--- config.mk ---
export PLATFORM = sky130hd
export DESIGN_NAME = alu_core
export DESIGN_NICKNAME = d
export VERILOG_FILES = /design/src/rtl/core_pkg.sv /design/src/rtl/alu_core.sv /design/src/rtl/alu_exec.sv /design/src/rtl/fetch_unit.sv /design/src/rtl/inst_decode.sv /design/src/rtl/operand_fetch.sv
export VERILOG_INCLUDE_DIRS = /design/src /design/src/rtl
export SDC_FILE = /design/constraint.sdc
export NUM_CORES = 2
export LEC_CHECK = 0
export BUFFER_PORTS_ARGS = -buffer_cell sky130_fd_sc_hd__buf_2
export CAP_MARGIN = 20
export CELL_PAD_IN_SITES_DETAIL_PLACEMENT = 0
export CELL_PAD_IN_SITES_GLOBAL_PLACEMENT = 1
export CORE_MARGIN = 4
export CORE_UTILIZATION = 50
export CTS_BUF_LIST = sky130_fd_sc_hd__clkbuf_4 sky130_fd_sc_hd__clkbuf_8 sky130_fd_sc_hd__clkbuf_16
export DETAILED_ROUTE_END_ITERATION = 10
export PLACE_DENSITY_LB_ADDON = 0.1
export SYNTH_ARGS = -nofsm -noshare
export SYNTH_HDL_FRONTEND = slang
export SYNTH_SLANG_ARGS = --single-unit
--- constraint.sdc ---
create_clock -name clk -period 4.12 [get_ports clk]
set_clock_uncertainty 0.05 [all_clocks]
set_input_delay 0.824 -clock clk [delete_from_list [all_inputs] [get_ports clk]]
set_output_delay 0.824 -clock clk [all_outputs]
set_load 0.02 [all_outputs]
--- src/rtl/core_defs.svh ---
`ifndef CORE_DEFS_SVH
`define CORE_DEFS_SVH

// datapath and register file geometry.
`define CORE_XLEN       32
`define CORE_NREGS      32
`define CORE_PC_STEP    32'd4

// primary opcodes.
`define OPC_SPECIAL     6'h00
`define OPC_ADDIU       6'h09
`define OPC_SLTI        6'h0a
`define OPC_ANDI        6'h0c
`define OPC_ORI         6'h0d
`define OPC_XORI        6'h0e
`define OPC_LUI         6'h0f

// funct field of SPECIAL.
`define FN_ADDU         6'h21
`define FN_SUBU         6'h23
`define FN_AND          6'h24
`define FN_OR           6'h25
`define FN_XOR          6'h26
`define FN_NOR          6'h27
`define FN_SLT          6'h2a
`define FN_SLTU         6'h2b

`endif

--- src/rtl/core_pkg.sv ---
`include "core_defs.svh"
`default_nettype none

package core_pkg;

        // data word, also used for instruction addresses.
        typedef logic [`CORE_XLEN-1:0] word_t;

        typedef logic [$clog2(`CORE_NREGS)-1:0] reg_idx_t;

        // raw 16-bit immediate field of an I-type word.
        typedef logic [15:0] imm_t;

        typedef enum logic [3:0] {
                ALU_NOP,
                ALU_ADD,
                ALU_SUB,
                ALU_AND,
                ALU_OR,
                ALU_XOR,
                ALU_NOR,
                ALU_SLT,
                ALU_SLTU,
                ALU_LUI
        } alu_op_e;

endpackage

`default_nettype wire

--- src/rtl/alu_core.sv ---
`default_nettype none

module alu_core (
        input  wire                    clk,
        input  wire                    rst_n,
        input  wire core_pkg::word_t   ibus_rddata_i,
        input  wire                    ibus_stall_i,
        output core_pkg::word_t        ibus_addr_o,
        output logic                   ibus_read_o,
        output logic                   wb_we_o,
        output core_pkg::reg_idx_t     wb_addr_o,
        output core_pkg::word_t        wb_data_o
);

        core_pkg::word_t    inst;
        logic               inst_valid;
        core_pkg::alu_op_e  alu_op;
        core_pkg::reg_idx_t rs_idx;
        core_pkg::reg_idx_t rt_idx;
        core_pkg::reg_idx_t rd_idx;
        logic               use_imm;
        core_pkg::word_t    imm;
        core_pkg::word_t    rs_val;
        core_pkg::word_t    rt_val;
        logic               ex_we;
        core_pkg::reg_idx_t ex_idx;
        core_pkg::word_t    ex_val;

        fetch_unit u_fetch (
                .clk           (clk),
                .rst_n         (rst_n),
                .ibus_stall_i  (ibus_stall_i),
                .ibus_rddata_i (ibus_rddata_i),
                .ibus_addr_o   (ibus_addr_o),
                .ibus_read_o   (ibus_read_o),
                .inst_o        (inst),
                .inst_valid_o  (inst_valid)
        );

        // decode and operand read run side by side on the same word.
        inst_decode u_decode (
                .inst_i    (inst),
                .alu_op_o  (alu_op),
                .rs_o      (rs_idx),
                .rt_o      (rt_idx),
                .rd_o      (rd_idx),
                .use_imm_o (use_imm),
                .imm_o     (imm)
        );

        operand_fetch u_operands (
                .clk      (clk),
                .rst_n    (rst_n),
                .rs_i     (rs_idx),
                .rt_i     (rt_idx),
                .ex_we_i  (ex_we),
                .ex_idx_i (ex_idx),
                .ex_val_i (ex_val),
                .wb_we_i  (wb_we_o),
                .wb_idx_i (wb_addr_o),
                .wb_val_i (wb_data_o),
                .rs_val_o (rs_val),
                .rt_val_o (rt_val)
        );

        alu_exec u_exec (
                .clk       (clk),
                .rst_n     (rst_n),
                .valid_i   (inst_valid),
                .alu_op_i  (alu_op),
                .rd_i      (rd_idx),
                .use_imm_i (use_imm),
                .imm_i     (imm),
                .rs_val_i  (rs_val),
                .rt_val_i  (rt_val),
                .ex_we_o   (ex_we),
                .ex_idx_o  (ex_idx),
                .ex_val_o  (ex_val),
                .wb_we_o   (wb_we_o),
                .wb_addr_o (wb_addr_o),
                .wb_data_o (wb_data_o)
        );

endmodule

`default_nettype wire

--- src/rtl/alu_exec.sv ---
`include "core_defs.svh"
`default_nettype none

module alu_exec (
        input  wire                        clk,
        input  wire                        rst_n,
        input  wire                        valid_i,
        input  wire core_pkg::alu_op_e     alu_op_i,
        input  wire core_pkg::reg_idx_t    rd_i,
        input  wire                        use_imm_i,
        input  wire core_pkg::word_t       imm_i,
        input  wire core_pkg::word_t       rs_val_i,
        input  wire core_pkg::word_t       rt_val_i,
        output logic                       ex_we_o,
        output core_pkg::reg_idx_t         ex_idx_o,
        output core_pkg::word_t            ex_val_o,
        output logic                       wb_we_o,
        output core_pkg::reg_idx_t         wb_addr_o,
        output core_pkg::word_t            wb_data_o
);

        logic               valid_q;
        core_pkg::alu_op_e  op_q;
        core_pkg::reg_idx_t rd_q;
        logic               use_imm_q;
        core_pkg::word_t    imm_q;
        core_pkg::word_t    rs_val_q;
        core_pkg::word_t    rt_val_q;
        core_pkg::word_t    opb;
        core_pkg::word_t    result;

        always_ff @(posedge clk or negedge rst_n) begin
                if (!rst_n) begin
                        valid_q <= 1'b0;
                        wb_we_o <= 1'b0;
                end else begin
                        valid_q <= valid_i;
                        wb_we_o <= ex_we_o;
                end
        end

        always_ff @(posedge clk) begin
                op_q      <= alu_op_i;
                rd_q      <= rd_i;
                use_imm_q <= use_imm_i;
                imm_q     <= imm_i;
                rs_val_q  <= rs_val_i;
                rt_val_q  <= rt_val_i;
                wb_addr_o <= ex_idx_o;
                wb_data_o <= ex_val_o;
        end

        assign opb = use_imm_q ? imm_q : rt_val_q;

        always_comb begin
                case (op_q)
                core_pkg::ALU_ADD:  result = rs_val_q + opb;
                core_pkg::ALU_SUB:  result = rs_val_q - opb;
                core_pkg::ALU_AND:  result = rs_val_q & opb;
                core_pkg::ALU_OR:   result = rs_val_q | opb;
                core_pkg::ALU_XOR:  result = rs_val_q ^ opb;
                core_pkg::ALU_NOR:  result = ~(rs_val_q | opb);
                core_pkg::ALU_SLT:  result = {31'b0, $signed(rs_val_q) < $signed(opb)};
                core_pkg::ALU_SLTU: result = {31'b0, rs_val_q < opb};
                core_pkg::ALU_LUI:  result = {opb[15:0], 16'b0};
                default:            result = '0;
                endcase
        end

        // bubbles, unknown encodings and r0 targets retire nothing.
        assign ex_we_o  = valid_q && (op_q != core_pkg::ALU_NOP) && (rd_q != '0);
        assign ex_idx_o = rd_q;
        assign ex_val_o = result;

        a_wb_nonzero: assert property (@(posedge clk) disable iff (!rst_n)
                wb_we_o |-> wb_addr_o != '0);

endmodule

`default_nettype wire

--- src/rtl/fetch_unit.sv ---
`include "core_defs.svh"
`default_nettype none

module fetch_unit (
        input  wire                    clk,
        input  wire                    rst_n,
        input  wire                    ibus_stall_i,
        input  wire core_pkg::word_t   ibus_rddata_i,
        output core_pkg::word_t        ibus_addr_o,
        output logic                   ibus_read_o,
        output core_pkg::word_t        inst_o,
        output logic                   inst_valid_o
);

        core_pkg::word_t pc_q;
        core_pkg::word_t inst_q;
        logic            read_q;
        logic            accept;

        // a fetch completes when the bus is read and not stalled.
        assign accept = read_q && !ibus_stall_i;

        always_ff @(posedge clk or negedge rst_n) begin
                if (!rst_n) begin
                        pc_q         <= '0;
                        read_q       <= 1'b0;
                        inst_valid_o <= 1'b0;
                end else begin
                        read_q       <= 1'b1;
                        inst_valid_o <= accept;
                        if (accept) begin
                                pc_q <= pc_q + `CORE_PC_STEP;
                        end
                end
        end

        always_ff @(posedge clk) begin
                if (accept) begin
                        inst_q <= ibus_rddata_i;
                end
        end

        assign ibus_addr_o = pc_q;
        assign ibus_read_o = read_q;
        assign inst_o      = inst_q;

        // only sequential steps, so the pc never leaves word alignment.
        a_pc_aligned: assert property (@(posedge clk) disable iff (!rst_n)
                pc_q[1:0] == 2'b00);

endmodule

`default_nettype wire

--- src/rtl/inst_decode.sv ---
`include "core_defs.svh"
`default_nettype none

module inst_decode (
        input  wire core_pkg::word_t   inst_i,
        output core_pkg::alu_op_e      alu_op_o,
        output core_pkg::reg_idx_t     rs_o,
        output core_pkg::reg_idx_t     rt_o,
        output core_pkg::reg_idx_t     rd_o,
        output logic                   use_imm_o,
        output core_pkg::word_t        imm_o
);

        logic [5:0]      opcode;
        logic [5:0]      funct;
        core_pkg::imm_t  imm_raw;
        core_pkg::word_t imm_sext;
        core_pkg::word_t imm_zext;

        assign opcode  = inst_i[31:26];
        assign funct   = inst_i[5:0];
        assign imm_raw = inst_i[15:0];
        assign rs_o    = inst_i[25:21];
        assign rt_o    = inst_i[20:16];

        assign imm_sext = {{(`CORE_XLEN-16){imm_raw[15]}}, imm_raw};
        assign imm_zext = {{(`CORE_XLEN-16){1'b0}}, imm_raw};

        // I-type by default, SPECIAL overrides destination and operand b.
        always_comb begin
                alu_op_o  = core_pkg::ALU_NOP;
                rd_o      = inst_i[20:16];
                use_imm_o = 1'b1;
                imm_o     = imm_zext;
                case (opcode)
                `OPC_SPECIAL: begin
                        rd_o      = inst_i[15:11];
                        use_imm_o = 1'b0;
                        case (funct)
                        `FN_ADDU: alu_op_o = core_pkg::ALU_ADD;
                        `FN_SUBU: alu_op_o = core_pkg::ALU_SUB;
                        `FN_AND:  alu_op_o = core_pkg::ALU_AND;
                        `FN_OR:   alu_op_o = core_pkg::ALU_OR;
                        `FN_XOR:  alu_op_o = core_pkg::ALU_XOR;
                        `FN_NOR:  alu_op_o = core_pkg::ALU_NOR;
                        `FN_SLT:  alu_op_o = core_pkg::ALU_SLT;
                        `FN_SLTU: alu_op_o = core_pkg::ALU_SLTU;
                        default:  alu_op_o = core_pkg::ALU_NOP;
                        endcase
                end
                `OPC_ADDIU: begin
                        alu_op_o = core_pkg::ALU_ADD;
                        imm_o    = imm_sext;
                end
                `OPC_SLTI: begin
                        alu_op_o = core_pkg::ALU_SLT;
                        imm_o    = imm_sext;
                end
                `OPC_ANDI: alu_op_o = core_pkg::ALU_AND;
                `OPC_ORI:  alu_op_o = core_pkg::ALU_OR;
                `OPC_XORI: alu_op_o = core_pkg::ALU_XOR;
                `OPC_LUI:  alu_op_o = core_pkg::ALU_LUI;
                default:   alu_op_o = core_pkg::ALU_NOP;
                endcase
        end

endmodule

`default_nettype wire

--- src/rtl/operand_fetch.sv ---
`include "core_defs.svh"
`default_nettype none

module operand_fetch (
        input  wire                        clk,
        input  wire                        rst_n,
        input  wire core_pkg::reg_idx_t    rs_i,
        input  wire core_pkg::reg_idx_t    rt_i,
        input  wire                        ex_we_i,
        input  wire core_pkg::reg_idx_t    ex_idx_i,
        input  wire core_pkg::word_t       ex_val_i,
        input  wire                        wb_we_i,
        input  wire core_pkg::reg_idx_t    wb_idx_i,
        input  wire core_pkg::word_t       wb_val_i,
        output core_pkg::word_t            rs_val_o,
        output core_pkg::word_t            rt_val_o
);

        core_pkg::word_t regs_q [`CORE_NREGS];

        // newest producer wins: execute, then writeback, then the array.
        function automatic core_pkg::word_t resolve(input core_pkg::reg_idx_t idx);
                core_pkg::word_t val;
                if (idx == '0) begin
                        val = '0;
                end else if (ex_we_i && ex_idx_i == idx) begin
                        val = ex_val_i;
                end else if (wb_we_i && wb_idx_i == idx) begin
                        val = wb_val_i;
                end else begin
                        val = regs_q[idx];
                end
                return val;
        endfunction

        always_comb begin
                rs_val_o = resolve(rs_i);
                rt_val_o = resolve(rt_i);
        end

        // write lands at the edge that closes the writeback cycle.
        always_ff @(posedge clk) begin
                if (wb_we_i) begin
                        regs_q[wb_idx_i] <= wb_val_i;
                end
        end

        // r0 reads as zero, so nothing upstream may try to store into it.
        a_no_r0_write: assert property (@(posedge clk) disable iff (!rst_n)
                wb_we_i |-> wb_idx_i != '0);

endmodule

`default_nettype wire

==> impl_metrics.tcl <==
set metrics [dict create \
    outcome "finished clean" \
    root_buffer "clkbuf_16" \
    numCtsBuffers 134 \
    worst-path-max-fanout 18 \
    cts_max_path_buffers 3 \
    yosysUniqueCellTypes 94 \
    worst_pin_slew_ps 1080 \
    layout_min_cycle_time_ps 3940 \
    critPathRequiredTime_ps 4670 \
    path_class "reg -> reg" \
    r2r-start "u_exec.use_imm_q$_DFF_P_" \
    max_cap_viol_count 0 \
    grt_pass1_wl_um 281000 \
    end_kind "flip-flop" \
    fillCellCount 9027 \
    r2r_cells 13 \
    hold_viol 0 \
    clkLatencyLatePin_ps 770 \
    setup_tns_ps 0 \
    finalPower_mw 31.3 \
    area_delta_synth_final_pct 15.0 \
    placed_area_sq_mm 0.0644 \
    crit_end "u_exec.rt_val_q[23]$_SDFF_PN0_" \
    drtAntennaViolNets 0 \
    yosysWarnings 0 \
    fmax_mhz 254 \
    setup_viol 0 \
    die_x_um 355 \
    synth_most_common_cell "edfxtp_1" \
    synth_top_area_share_pct 52.8 \
    die_area_sq_mm 0.126 \
    synthFlopType "edfxtp_1" \
    fin_nets 3941 \
    drt_iter0_drc 4593 \
    wire_per_inst_um 35.9 \
    critPathLaunchType "flip-flop" \
    antenna_found_initial 5 \
    power_per_cell_area_mw_per_mm2 454 \
    track_usage_pct 31.7 \
    synth_area_leaders "edfxtp_1, mux4_2, dfxtp_1" \
    synth-edff-count 1056 \
    coreArea_sq_mm 0.119 \
    slew-limit-headroom_pct 27.0 \
    vias 36900 \
    dp_hpwl_um 128000 \
    via_per_inst 6.70 \
    fin_crit_sh_pct 95.6 \
    dieHeight_um 355 \
    ys_seq_area_share_pct 58.8 \
    gr-total-overflow 0 \
    synth_top_area_cell "edfxtp_1" \
    synth_common_cells "edfxtp_1, mux4_2, nor2_1, clkbuf_1, a21oi_1" \
    htree_levels 4 \
    clock_sinks 1228 \
    gp_congestion 0.958 \
    drive_gt1_share_pct 34.4 \
    drc 0 \
    syn_area_sq_mm 0.0601 \
    start_util_pct 50.6 \
    r2r_setup_slack_ps 180 \
    r2r_end "u_exec.rt_val_q[23]$_SDFF_PN0_" \
    leakage_nw 23.9 \
    fin_area_sq_mm 0.0691 \
    io_buffer_count 103 \
    ios 106 \
    arrival_ps 4490 \
    drv_slew 0 \
    hp-class "in -> async" \
    cts_setup_buffers 0 \
    cp-startpoint "u_exec.use_imm_q$_DFF_P_" \
    drt_wl_total_um 198000 \
    syn_inst 3559 \
    rsz0062_at_grt "no" \
    rows 126 \
    drt_pre_antenna_iters 6 \
    vdd_drop_max_mv 0.482 \
    synthArstFlopShare_pct 2.77 \
    clk_pin_slew_ps 70 \
    grt_pass1_vias 38300 \
    tritoncts "yes" \
    ys_ff_latch 1228 \
    grt_max_degree 85 \
    syn-mean-instance-area_sq_um 16.9 \
]
worst min path at each step:
| stage | endpoint | slack [ps] | cells past startpoint |
|---|---|---|---|
| detailed placement | u_exec.valid_q$_DFF_PN0_ | 290 | 0 |
| CTS | u_fetch.ibus_read_o$_DFF_PN0_ | 80 | 1 |
| floorplan | u_exec.imm_q[10]$_DFF_P_ | 270 | 0 |
| global route | u_fetch.ibus_addr_o[10]$_DFFE_PN0P_ | 130 | 1 |
| finish | u_fetch.ibus_read_o$_DFF_PN0_ | 90 | 1 |
| global placement | u_exec.imm_q[6]$_DFF_P_ | 280 | 0 |
critical path: stages (launching register included):
cell and delay [ps]:
dfxtp_1 360, buf_12 190, mux2_2 370, inv_1 130, ha_1 290, o21ba_2 230
or4_4 450, a21oi_2 220, o21ai_2 100, a21o_4 260, o221a_1 310, a221o_1 380
a21oi_2 290, o22ai_1 140
area by class of cell:
class | instances | area [sq um] | share of cell area [%]
multi-input cells | 1948 | 23600 | 34.1
well taps | 1600 | 2000 | 2.90
inverters | 128 | 480 | 0.695
diodes | 2 | 5.00 | 0.00724
repair buffers | 366 | 3170 | 4.59
flip-flops and latches | 1228 | 35400 | 51.2
clock inverters | 56 | 629 | 0.911
clock buffers | 185 | 3870 | 5.59
cell usage in the layout (no fill, tap or decap), drive strengths merged, types with 19 or more instances in the layout:
cell type and instances:
edfxtp 1056, mux4 640, buf 365, nor2 205, clkbuf 186, a21oi 150
dfxtp 138, inv 132, nand2 120, ha 98, o21ai 85, mux2i 79
clkinv 42, nand3 35, nor3 35, dfrtp 34, xnor2 32, o22ai 28
mux2 26, o21a 26, xor2 25, nand4 19
layer usage:
layer	wire length, um	track usage (%)	part of all wire, %
met5	27	0	0.014
met4	7910	11.7	4.0
met3	18300	7.48	9.3
met2	96100	51.6	49
met1	75400	41.9	38
flip-flops by register name, summed over array words and instances (netlist names), named ones only:
| name | cells |
|---|---|
| u_fetch.inst_o | 32 |
| u_exec.rs_val_q | 32 |
| u_exec.use_imm_q | 1 |
| u_fetch.ibus_read_o | 1 |
| u_exec.valid_q | 1 |
| u_fetch.ibus_addr_o | 30 |
| u_exec.op_q | 4 |
| u_exec.wb_we_o | 1 |
| u_exec.rt_val_q | 32 |
| u_fetch.inst_valid_o | 1 |
| u_exec.wb_addr_o | 5 |
| u_exec.wb_data_o | 32 |
| u_operands.regs_q | 1024 |
| u_exec.imm_q | 17 |
| u_exec.ex_idx_o | 5 |
report_power, final:
group / switching, mW / leakage [nW] / total (mW) / internal [mW]
sequential: 0.349 / 11.3 / 14.5 / 14.1
combinational: 2.85 / 10.3 / 4.72 / 1.87
clock: 4.98 / 2.24 / 12.2 / 7.18
per-stage QoR:
step,cells,hold slack (ps),utilization [%],setup slack [ps]
3_3_place_gp,5264,284,54.3,66.5
3_5_place_dp,5265,287,54.3,36.9
4_1_cts,5506,83.3,58.1,50.3
6_report,5513,91.5,58.2,181
5_1_grt,5511,132,58.2,2.72
2_1_floorplan,3560,273,-,190
repair_timing:
| item | 4_1_cts | 5_1_grt |
|---|---|---|
| pin swaps | 0 | 1 |
| setup endpoints to repair | 1 | 30 |
| resized for setup | 1 | 11 |
| hold endpoints to repair | 0 | 0 |
| hold buffers | 0 | 0 |
cell families after synthesis:
group                    Yosys count  synth area share (%)
adder cells (fa/ha/maj)          100                  2.11
AND/OR/NAND/NOR                  539                  4.26
XOR/XNOR                          57                 0.831
other                              2                0.0125
AO/OA/AOI/OAI                    504                  5.65
buffers and inverters            384                  2.55
multiplexers                     745                  25.8
flip-flops                      1228                  58.8
(Power assumes the default switching activity.)
